**src/hw/gpuPkg.sv**
```systemverilog
package gpuPkg;

  ////////////////////////////////////////
  // cpu register map
  ////////////////////////////////////////

  typedef enum logic [1:0]
  {
    REG_LCDC = 2'd0, // lcd control
    REG_BGP  = 2'd1, // bg palette
    REG_OBP0 = 2'd2, // sprite palette 0
    REG_OBP1 = 2'd3  // sprite palette 1
  } regSelT;

  localparam int LCDC_ENABLE_BIT = 7; // lcdc: unit on
  localparam int SPRITE_PAL_BIT  = 4; // sprite attr: 1 picks obp1

  ////////////////////////////////////////
  // pixel types
  ////////////////////////////////////////

  // shade on screen, or raw colour code out of the tile planes
  typedef logic [1:0] shadeT;

  localparam shadeT COLOR_TRANSPARENT = 2'd0; // sprite code 0 lets bg through

  // one palette byte, seen by the cpu as a plain byte
  // and by the mixer as four shade slots, slot n for colour code n
  typedef union packed
  {
    logic [7:0]  raw;
    shadeT [3:0] shade;
  } paletteT;

  localparam int PIXELS_PER_ROW = 8;
  localparam int FB_WORD_W      = 2 * PIXELS_PER_ROW; // 16 bit fb word

endpackage

```
**src/hw/fbWriter.sv**
```systemverilog
`timescale 1ns/1ps

module fbWriter
#(
  parameter int FB_CREDITS = 2,
  parameter int FB_ADDR_W  = 13
)
(
  input  logic                         iClock,
  input  logic                         rstN,
  input  logic                         enable,
  input  logic                         mixValid,
  input  logic [gpuPkg::FB_WORD_W-1:0] mixWord,
  input  logic                         fbCredit, // sink freed one slot
  output logic                         mixReady,
  output logic                         fbWe,
  output logic [gpuPkg::FB_WORD_W-1:0] fbData,
  output logic [FB_ADDR_W-1:0]         fbAddr
);

  localparam int CRD_W = $clog2(FB_CREDITS + 1);

  logic [CRD_W-1:0] credits; // sink slots we may still fill
  logic             holdValid;

  ////////////////////////////////////////
  // output word and write strobe
  ////////////////////////////////////////

  // write only with a credit and the unit on, else keep the word
  assign fbWe     = holdValid && enable && (credits != '0);
  assign mixReady = !holdValid || fbWe;

  always_ff @(posedge iClock)
  begin
    if (mixValid && mixReady)
      fbData <= mixWord; // payload, no reset
  end

  always_ff @(posedge iClock or negedge rstN)
  begin
    if (!rstN)
    begin
      holdValid <= 1'b0;
      credits   <= CRD_W'(FB_CREDITS); // sink starts empty
      fbAddr    <= '0;
    end
    else
    begin
      if (mixReady)
        holdValid <= mixValid;
      case ({fbCredit, fbWe})
        2'b10:   credits <= credits + 1'b1;
        2'b01:   credits <= credits - 1'b1;
        default: credits <= credits; // return and spend cancel
      endcase
      if (!enable)
        fbAddr <= '0;            // restart of frame
      else if (fbWe)
        fbAddr <= fbAddr + 1'b1; // wraps at 2**FB_ADDR_W
    end
  end

  // sink handed back more slots than it owns
  creditBound : assert property (@(posedge iClock) disable iff (!rstN)
    credits <= CRD_W'(FB_CREDITS));

endmodule

```
**src/hw/gpuPixelTop.sv**
```systemverilog
`timescale 1ns/1ps

module gpuPixelTop
#(
  parameter int ROW_FIFO_DEPTH = 4,  // = fetcher start credit
  parameter int FB_CREDITS     = 2,  // = sink start credit
  parameter int FB_ADDR_W      = 13
)
(
  input  logic                         iClock,
  input  logic                         rstN,
  input  logic                         regWe,
  input  gpuPkg::regSelT               regSel,
  input  logic [7:0]                   regData,
  input  logic                         rowValid,
  input  logic [7:0]                   bgHi,
  input  logic [7:0]                   bgLo,
  input  logic [7:0]                   sprHi,
  input  logic [7:0]                   sprLo,
  input  logic [7:0]                   sprAttr,
  input  logic                         fbCredit,
  output logic [7:0]                   lcdc,
  output gpuPkg::paletteT              bgp,
  output gpuPkg::paletteT              obp0,
  output gpuPkg::paletteT              obp1,
  output logic                         rowCredit,
  output logic                         fbWe,
  output logic [gpuPkg::FB_WORD_W-1:0] fbData,
  output logic [FB_ADDR_W-1:0]         fbAddr
);

  logic                         enable;
  logic                         rowOutValid;
  logic                         rowOutReady;
  logic [7:0]                   qBgHi;
  logic [7:0]                   qBgLo;
  logic [7:0]                   qSprHi;
  logic [7:0]                   qSprLo;
  logic [7:0]                   qSprAttr;
  logic                         mixValid;
  logic                         mixReady;
  logic [gpuPkg::FB_WORD_W-1:0] mixWord;

  ////////////////////////////////////////
  // cpu regs
  ////////////////////////////////////////

  gpuRegFile uRegFile
  (
    .iClock  (iClock),
    .rstN    (rstN),
    .regWe   (regWe),
    .regSel  (regSel),
    .regData (regData),
    .lcdc    (lcdc),
    .bgp     (bgp),
    .obp0    (obp0),
    .obp1    (obp1),
    .enable  (enable)
  );

  ////////////////////////////////////////
  // row path, fetcher to framebuffer
  ////////////////////////////////////////

  rowIngress #(.ROW_FIFO_DEPTH(ROW_FIFO_DEPTH)) uIngress
  (
    .iClock      (iClock),
    .rstN        (rstN),
    .enable      (enable),
    .rowValid    (rowValid),
    .bgHi        (bgHi),
    .bgLo        (bgLo),
    .sprHi       (sprHi),
    .sprLo       (sprLo),
    .sprAttr     (sprAttr),
    .rowOutReady (rowOutReady),
    .rowCredit   (rowCredit),
    .rowOutValid (rowOutValid),
    .outBgHi     (qBgHi),
    .outBgLo     (qBgLo),
    .outSprHi    (qSprHi),
    .outSprLo    (qSprLo),
    .outSprAttr  (qSprAttr)
  );

  pixelMixer uMixer
  (
    .iClock      (iClock),
    .rstN        (rstN),
    .rowInValid  (rowOutValid),
    .bgHi        (qBgHi),
    .bgLo        (qBgLo),
    .sprHi       (qSprHi),
    .sprLo       (qSprLo),
    .sprAttr     (qSprAttr),
    .bgp         (bgp),
    .obp0        (obp0),
    .obp1        (obp1),
    .mixReady    (mixReady),
    .rowOutReady (rowOutReady),
    .mixValid    (mixValid),
    .mixWord     (mixWord)
  );

  fbWriter #(.FB_CREDITS(FB_CREDITS), .FB_ADDR_W(FB_ADDR_W)) uWriter
  (
    .iClock   (iClock),
    .rstN     (rstN),
    .enable   (enable),
    .mixValid (mixValid),
    .mixWord  (mixWord),
    .fbCredit (fbCredit),
    .mixReady (mixReady),
    .fbWe     (fbWe),
    .fbData   (fbData),
    .fbAddr   (fbAddr)
  );

endmodule

```
**src/hw/gpuRegFile.sv**
```systemverilog
`timescale 1ns/1ps

module gpuRegFile
(
  input  logic            iClock,
  input  logic            rstN,
  input  logic            regWe,   // cpu write strobe
  input  gpuPkg::regSelT  regSel,  // which reg
  input  logic [7:0]      regData, // cpu write data
  output logic [7:0]      lcdc,
  output gpuPkg::paletteT bgp,
  output gpuPkg::paletteT obp0,
  output gpuPkg::paletteT obp1,
  output logic            enable   // lcdc bit 7, shared by ingress and writer
);

  ////////////////////////////////////////
  // register bank
  ////////////////////////////////////////

  always_ff @(posedge iClock or negedge rstN)
  begin
    if (!rstN)
    begin
      lcdc     <= '0; // unit off after reset
      bgp.raw  <= '0;
      obp0.raw <= '0;
      obp1.raw <= '0;
    end
    else if (regWe)
    begin
      case (regSel)
        gpuPkg::REG_LCDC: lcdc     <= regData;
        gpuPkg::REG_BGP:  bgp.raw  <= regData;
        gpuPkg::REG_OBP0: obp0.raw <= regData;
        gpuPkg::REG_OBP1: obp1.raw <= regData;
        default:          lcdc     <= lcdc; // unreachable, enum covers all
      endcase
    end
  end

  assign enable = lcdc[gpuPkg::LCDC_ENABLE_BIT];

  // an x on the select would corrupt some palette silently
  regSelKnown : assert property (@(posedge iClock) disable iff (!rstN)
    regWe |-> !$isunknown(regSel));

endmodule

```
**src/hw/pixelMixer.sv**
```systemverilog
`timescale 1ns/1ps

module pixelMixer
(
  input  logic                         iClock,
  input  logic                         rstN,
  input  logic                         rowInValid,
  input  logic [7:0]                   bgHi,   // bg plane, high bit of code
  input  logic [7:0]                   bgLo,
  input  logic [7:0]                   sprHi,  // sprite plane
  input  logic [7:0]                   sprLo,
  input  logic [7:0]                   sprAttr,
  input  gpuPkg::paletteT              bgp,
  input  gpuPkg::paletteT              obp0,
  input  gpuPkg::paletteT              obp1,
  input  logic                         mixReady,
  output logic                         rowOutReady,
  output logic                         mixValid,
  output logic [gpuPkg::FB_WORD_W-1:0] mixWord
);

  localparam int NPIX = gpuPkg::PIXELS_PER_ROW;

  gpuPkg::paletteT              sprPal;  // obp0 or obp1 for this row
  gpuPkg::shadeT [NPIX-1:0]     bgLook;  // bg shades, comb
  gpuPkg::shadeT [NPIX-1:0]     sprLook; // sprite shades, comb
  gpuPkg::shadeT [NPIX-1:0]     sprCode; // raw sprite codes
  gpuPkg::shadeT [NPIX-1:0]     s1Bg;
  gpuPkg::shadeT [NPIX-1:0]     s1Spr;
  gpuPkg::shadeT [NPIX-1:0]     s1Code;
  logic [gpuPkg::FB_WORD_W-1:0] mixNext;
  logic                         s1Valid;
  logic                         s2Valid;
  logic                         s1Free;
  logic                         s2Free;

  // a stage takes a new item when empty or when its own item drains
  assign s2Free      = !s2Valid || mixReady;
  assign s1Free      = !s1Valid || s2Free;
  assign rowOutReady = s1Free;
  assign mixValid    = s2Valid;

  ////////////////////////////////////////
  // stage 1, palette lookup
  ////////////////////////////////////////

  always_comb
  begin
    sprPal = sprAttr[gpuPkg::SPRITE_PAL_BIT] ? obp1 : obp0;
    for (int i = 0; i < NPIX; i++)
    begin
      bgLook[i]  = bgp.shade[{bgHi[i], bgLo[i]}]; // slot picked by code
      sprCode[i] = {sprHi[i], sprLo[i]};
      sprLook[i] = sprPal.shade[sprCode[i]];      // same rule for both obp
    end
  end

  always_ff @(posedge iClock)
  begin
    if (rowInValid && s1Free)
    begin
      s1Bg   <= bgLook;
      s1Spr  <= sprLook;
      s1Code <= sprCode; // kept for the transparency test
    end
  end

  ////////////////////////////////////////
  // stage 2, sprite over bg and pack
  ////////////////////////////////////////

  always_comb
  begin
    for (int i = 0; i < NPIX; i++)
      mixNext[2*i +: 2] = (s1Code[i] == gpuPkg::COLOR_TRANSPARENT) ? s1Bg[i] : s1Spr[i];
  end

  always_ff @(posedge iClock)
  begin
    if (s1Valid && s2Free)
      mixWord <= mixNext;
  end

  always_ff @(posedge iClock or negedge rstN)
  begin
    if (!rstN)
    begin
      s1Valid <= 1'b0;
      s2Valid <= 1'b0;
    end
    else
    begin
      if (s1Free)
        s1Valid <= rowInValid;
      if (s2Free)
        s2Valid <= s1Valid;
    end
  end

endmodule

```
**src/hw/rowIngress.sv**
```systemverilog
`timescale 1ns/1ps

module rowIngress
#(
  parameter int ROW_FIFO_DEPTH = 4
)
(
  input  logic       iClock,
  input  logic       rstN,
  input  logic       enable,
  input  logic       rowValid,    // fetcher push, needs a credit
  input  logic [7:0] bgHi,
  input  logic [7:0] bgLo,
  input  logic [7:0] sprHi,
  input  logic [7:0] sprLo,
  input  logic [7:0] sprAttr,
  input  logic       rowOutReady, // mixer can take a row
  output logic       rowCredit,   // one per row handed on
  output logic       rowOutValid,
  output logic [7:0] outBgHi,
  output logic [7:0] outBgLo,
  output logic [7:0] outSprHi,
  output logic [7:0] outSprLo,
  output logic [7:0] outSprAttr
);

  localparam int PTR_W = (ROW_FIFO_DEPTH > 1) ? $clog2(ROW_FIFO_DEPTH) : 1;
  localparam int CNT_W = $clog2(ROW_FIFO_DEPTH + 1);
  localparam int ROW_W = 5 * 8; // five bytes per row

  logic [ROW_W-1:0] rowMem [ROW_FIFO_DEPTH]; // row storage
  logic [PTR_W-1:0] wrPtr;
  logic [PTR_W-1:0] rdPtr;
  logic [CNT_W-1:0] count;                    // rows held
  logic             deq;

  ////////////////////////////////////////
  // storage
  ////////////////////////////////////////

  always_ff @(posedge iClock)
  begin
    if (rowValid)
      rowMem[wrPtr] <= {bgHi, bgLo, sprHi, sprLo, sprAttr};
  end

  assign {outBgHi, outBgLo, outSprHi, outSprLo, outSprAttr} = rowMem[rdPtr];

  // nothing leaves while the unit is off
  assign rowOutValid = (count != '0) && enable;
  assign deq         = rowOutValid && rowOutReady;

  ////////////////////////////////////////
  // pointers, fill count, credit
  ////////////////////////////////////////

  always_ff @(posedge iClock or negedge rstN)
  begin
    if (!rstN)
    begin
      wrPtr     <= '0;
      rdPtr     <= '0;
      count     <= '0;
      rowCredit <= 1'b0;
    end
    else
    begin
      if (rowValid)
        wrPtr <= (wrPtr == PTR_W'(ROW_FIFO_DEPTH - 1)) ? '0 : wrPtr + 1'b1;
      if (deq)
        rdPtr <= (rdPtr == PTR_W'(ROW_FIFO_DEPTH - 1)) ? '0 : rdPtr + 1'b1;
      case ({rowValid, deq})
        2'b10:   count <= count + 1'b1;
        2'b01:   count <= count - 1'b1;
        default: count <= count; // both or neither
      endcase
      rowCredit <= deq; // credit back one cycle after dequeue
    end
  end

  // fetcher overran its credits
  noWriteWhenFull : assert property (@(posedge iClock) disable iff (!rstN)
    rowValid |-> count < CNT_W'(ROW_FIFO_DEPTH));

  // a read past empty would leave an empty fifo with split pointers
  noReadWhenEmpty : assert property (@(posedge iClock) disable iff (!rstN)
    count == '0 |-> wrPtr == rdPtr);

endmodule

```
**config.mk**
```make
export PLATFORM = sky130hd
export DESIGN_NAME = gpuPixelTop
export DESIGN_NICKNAME = d
export VERILOG_FILES = /design/src/hw/gpuPkg.sv /design/src/hw/fbWriter.sv /design/src/hw/gpuPixelTop.sv /design/src/hw/gpuRegFile.sv /design/src/hw/pixelMixer.sv /design/src/hw/rowIngress.sv
export SDC_FILE = /design/constraint.sdc
export NUM_CORES = 1
export LEC_CHECK = 0
export BUFFER_PORTS_ARGS = -buffer_cell sky130_fd_sc_hd__buf_4
export CAP_MARGIN = 20
export CELL_PAD_IN_SITES_DETAIL_PLACEMENT = 1
export CELL_PAD_IN_SITES_GLOBAL_PLACEMENT = 2
export CORE_MARGIN = 2
export CORE_UTILIZATION = 40
export DETAILED_ROUTE_END_ITERATION = 6
export PLACE_DENSITY_LB_ADDON = 0.1
export SYNTH_ARGS = -nofsm -noshare
export SYNTH_HDL_FRONTEND = slang
export SYNTH_SLANG_ARGS = --single-unit
```
**constraint.sdc**
```tcl
create_clock -name iClock -period 4.66 [get_ports iClock]
set_input_delay 0.233 -clock iClock [delete_from_list [all_inputs] [get_ports iClock]]
set_output_delay 0.233 -clock iClock [all_outputs]
set_load 0.01 [all_outputs]
```
==> key figures <==
Drt
  – Antenna Nets Post-Route: 0
  – Final wirelength: between 20 and 25 mm
  – Routed vias/inst: 5.104
  – Via Count: between 5000 and 6000
  – 1st-iter DRT viols: roughly 270
  – Routed len/inst: between 20 and 25 um
  – Residual DRC: 0
  – DRT Pass-1 Iters: 4

Floorplan
  – I/O pin count: 118
  – Rows: 60
  – CORE AREA: between 20000 and 30000 um^2
  – Die ar.: around 29000 um^2
  – Die height: 169.6 um
  – Starting Density: 40.72%
  – Die width: between 150 and 200 um

Setup path
  – Slowest-stage cell, CP: mux4_1
  – Crit path largest cell delay: 810 ps
  – CP endpoint kind: flip-flop
  – CP dominant cell by count: mux2i_1
  – Critical path arrival: 2910 ps
  – Crit path cell chain: buf_4, mux4_1, mux2i_1, mux2i_1
  – CP required: about 5000 ps
  – Kind of start point of the critical path: flip-flop
  – Crit path max-delay family: multiplexers
  – Buf/Inv on CP: 1
  – CP max FO: 19
  – Worst setup path category: flip-flop to flip-flop

Logic synthesis
  – Synthesized area per cell: 19.95 um^2
  – Seq/Total Area, Yosys: 71.25%
  – Cell Area, Synth: 10970 um^2
  – Async S/R FF share, synth: 21.48%
  – Distinct cells, synth: 36
  – EDFF count, synth: 212
  – Number of synthesized register bits: 270
  – Ys flop type: edfxtp_1
  – Post-Synthesis Cells: 550
  – Syn_nets: between 600 and 700
  – Count of warnings emitted by yosys: 0

Global routing
  – Total GRT Usage: about 16%
  – Largest net degree at the start of global routing: 59
  – Initial antenna violation count: 0
  – Aggregate global routing overflow: 0
  – Vias in the first global route: roughly 6000
  – First-pass GRT wire length: 35.25 mm

Layout
  – P&R area growth vs syn: 23.57%
  – Proportion of layout cells with a drive suffix above 1: ~35%
  – Final net count: 787
  – FILL cells: about 2500
  – Antenna Cells: 0
  – Non-filler instance count after layout: 1088
  – Layout Cell Area excl Fill: between 10000 and 15000 um^2

Job
  – Max_cap viols: 0

Clocking
  – Clock tree from TritonCTS: done
  – Setup Buffers After CTS: 0
  – CTS Sinks: 270
  – Root buffer cell: clkbuf_16
  – PostCTS Resize Cnt: 0
  – Clock transition at the registers of the reported paths: 60 ps
  – H-Tree Depth: 1
  – Number of CTS-inserted buffers: 30
  – Clock Path Buffers: 3
  – Clock insertion delay at the later pin of the skew report: around 550 ps

Timing
  – Fin. Hold Viols: 0
  – Actual slew at the worst max-slew pin: 790.3 ps
  – Setup ws final: between 2000 and 2500 ps
  – Final period util: 56.27%
  – RSZ-0062 raised after global routing: false
  – F_max: approximately 380 MHz
  – Pins Over Slew Limit: 0
  – Clock period minus worst slack: 2622 ps
  – Final setup viols: 0
  – Clock Skew: 12.74 ps
  – Relative slew margins: a little under half
  – Setup tns final: 0 ps

Placement
  – Post-DP Area: 12170 um^2
  – DPL Wire Length: between 15 and 20 mm
  – Port Buffers: 110
  – Placed insts: 989
  – Post-place setup slack: 2010 ps
  – GP Congestion: 0.7724

Power
  – PwrDens: 644.5 nW/um^2
  – Max VDD drop: 0.0003544 V
  – Leak pwr: 5.130 nW

Worst hold path
  – HP Class: input port to flip-flop

Run status
  – Status: finished clean
-- metal layers --
layer | up-vias | track usage [%] | part of all wire [%]
met4 | 0 | 3.828 | 1.9
li1 | 2547 | - | -
met2 | 101 | 28.11 | 51
met3 | 33 | 2.565 | 3.8
met1 | 2872 | 21.04 | 43
met5 | - | 0 | 0
-- cells by family (layout without fill, tap and decap cells) --
logic type / after synthesis / after routing / share of synthesized area [%]
adder cells (fa/ha/maj): 9 / 9 / 1.095
flip-flops: 270 / 270 / 71.25
buffers and inverters: 27 / 224 / 1.380
multiplexers: 156 / 156 / 21.33
AND/OR/NAND/NOR: 58 / 58 / 2.930
AO/OA/AOI/OAI: 17 / 17 / 0.9806
XOR/XNOR: 13 / 13 / 1.038
-- power breakdown --
part / internal [mW] / switching (mW)
registers: 3.55 / 0.314
logic: 1.25 / 1.37
clock network: 1.32 / 0.936
total: 6.12 / 2.62
-- what timing repair did --
action                                 in CTS  in global routing
hold buffers                               43                  0
endpoints found under the hold margin     223                  0
setup endpoints to repair                   0                  0
-- cells in the final DEF, fill, tap and decap left out, types with 3 or more instances in the layout --
master	count
a21boi_0	4
and2_1	14
and3_1	3
buf_4	118
clkbuf_16	30
clkinv_1	8
clkinv_2	8
dfrtp_1	56
dlygate4sd3_1	43
edfxtp_1	212
ha_1	8
inv_1	7
mux2_2	50
mux2_4	8
mux2i_1	49
mux4_1	17
mux4_2	32
nand2_1	8
nand2b_1	4
nand4_1	7
nor2_1	11
o21ai_0	8
or3_1	5
xnor2_1	9
xor2_1	4
-- area by class of cell --
type	instances	area, um^2	area share, %
clock inverters	22	170.2	1.255
well taps	341	426.7	3.146
flip-flops and latches	270	7820	57.67
multi-input cells	253	3015	22.24
inverters	7	26.28	0.1938
repair buffers	161	1316	9.707
clock buffers	34	785.8	5.794
-- tightest hold or removal path, stage by stage --
cell and delay [ps]:
buf_4 110, inv_1 40, ha_1 170, xnor2_1 70
-- registers in the layout, indices dropped and copies added, names as in the netlist, 2 cells and up --
name	flops
uWriter.credits	2
uMixer.s1Spr	16
uRegFile.obp0	8
uIngress.rdPtr	2
uMixer.s1Code	16
uWriter.fbData	16
uRegFile.obp1	8
uWriter.fbAddr	13
uRegFile.bgp	8
uMixer.s1Bg	16
uIngress.count	3
uMixer.mixWord	16
uIngress.rowMem	132
uIngress.wrPtr	2
uRegFile.lcdc	8
-- stage by stage --
step	hold slack (ps)	power, mW	utilization, %
finish	125.9	8.739	50.32
global route	158.5	9.199	50.32
CTS	131.0	8.871	50.32
detailed placement	369.5	6.555	45.17
global placement	350.3	6.449	45.17
floorplan	-62.59	5.656	-
-- path summary, 6_finish.rpt --
check	startpoint	endpoint	slack [ps]	cells past startpoint
max	uIngress.rdPtr[0]	uMixer.s1Spr[9]	2040	4
min	fbCredit	uWriter.credits[0]	130	4
max reg2reg	uIngress.rdPtr[0]	uMixer.s1Spr[9]	2040	4
min reg2reg	uMixer.mixWord[10]	uWriter.fbData[10]	410	0
max in group asynchronous	rstN	uIngress.rdPtr[0]	3770	2
min in group asynchronous	rstN	uWriter.credits[0]	320	2
-- cell usage after synthesis (2+ instances only) --
library cell | number | share of area, %
ha_1 | 8 | 0.91
inv_1 | 7 | 0.24
edfxtp_1 | 212 | 58
and3_1 | 3 | 0.17
nand3b_1 | 2 | 0.14
nand2b_1 | 4 | 0.23
and2_1 | 14 | 0.80
clkbuf_1 | 8 | 0.27
dfrtp_1 | 57 | 13
mux2_2 | 50 | 5.1
mux2_4 | 8 | 1.1
xor2_1 | 4 | 0.32
mux2i_1 | 49 | 4.5
nand4_1 | 7 | 0.40
mux4_1 | 17 | 4.1
mux4_2 | 32 | 6.6
nor2_1 | 11 | 0.38
xnor2_1 | 9 | 0.72
nand3_1 | 2 | 0.091
buf_2 | 6 | 0.27
nand2_1 | 8 | 0.27
buf_6 | 2 | 0.21
o21ai_0 | 8 | 0.36
buf_4 | 3 | 0.21
a21boi_0 | 4 | 0.27
or3_1 | 5 | 0.29
Note: power is estimated with default switching activity, not from simulation.
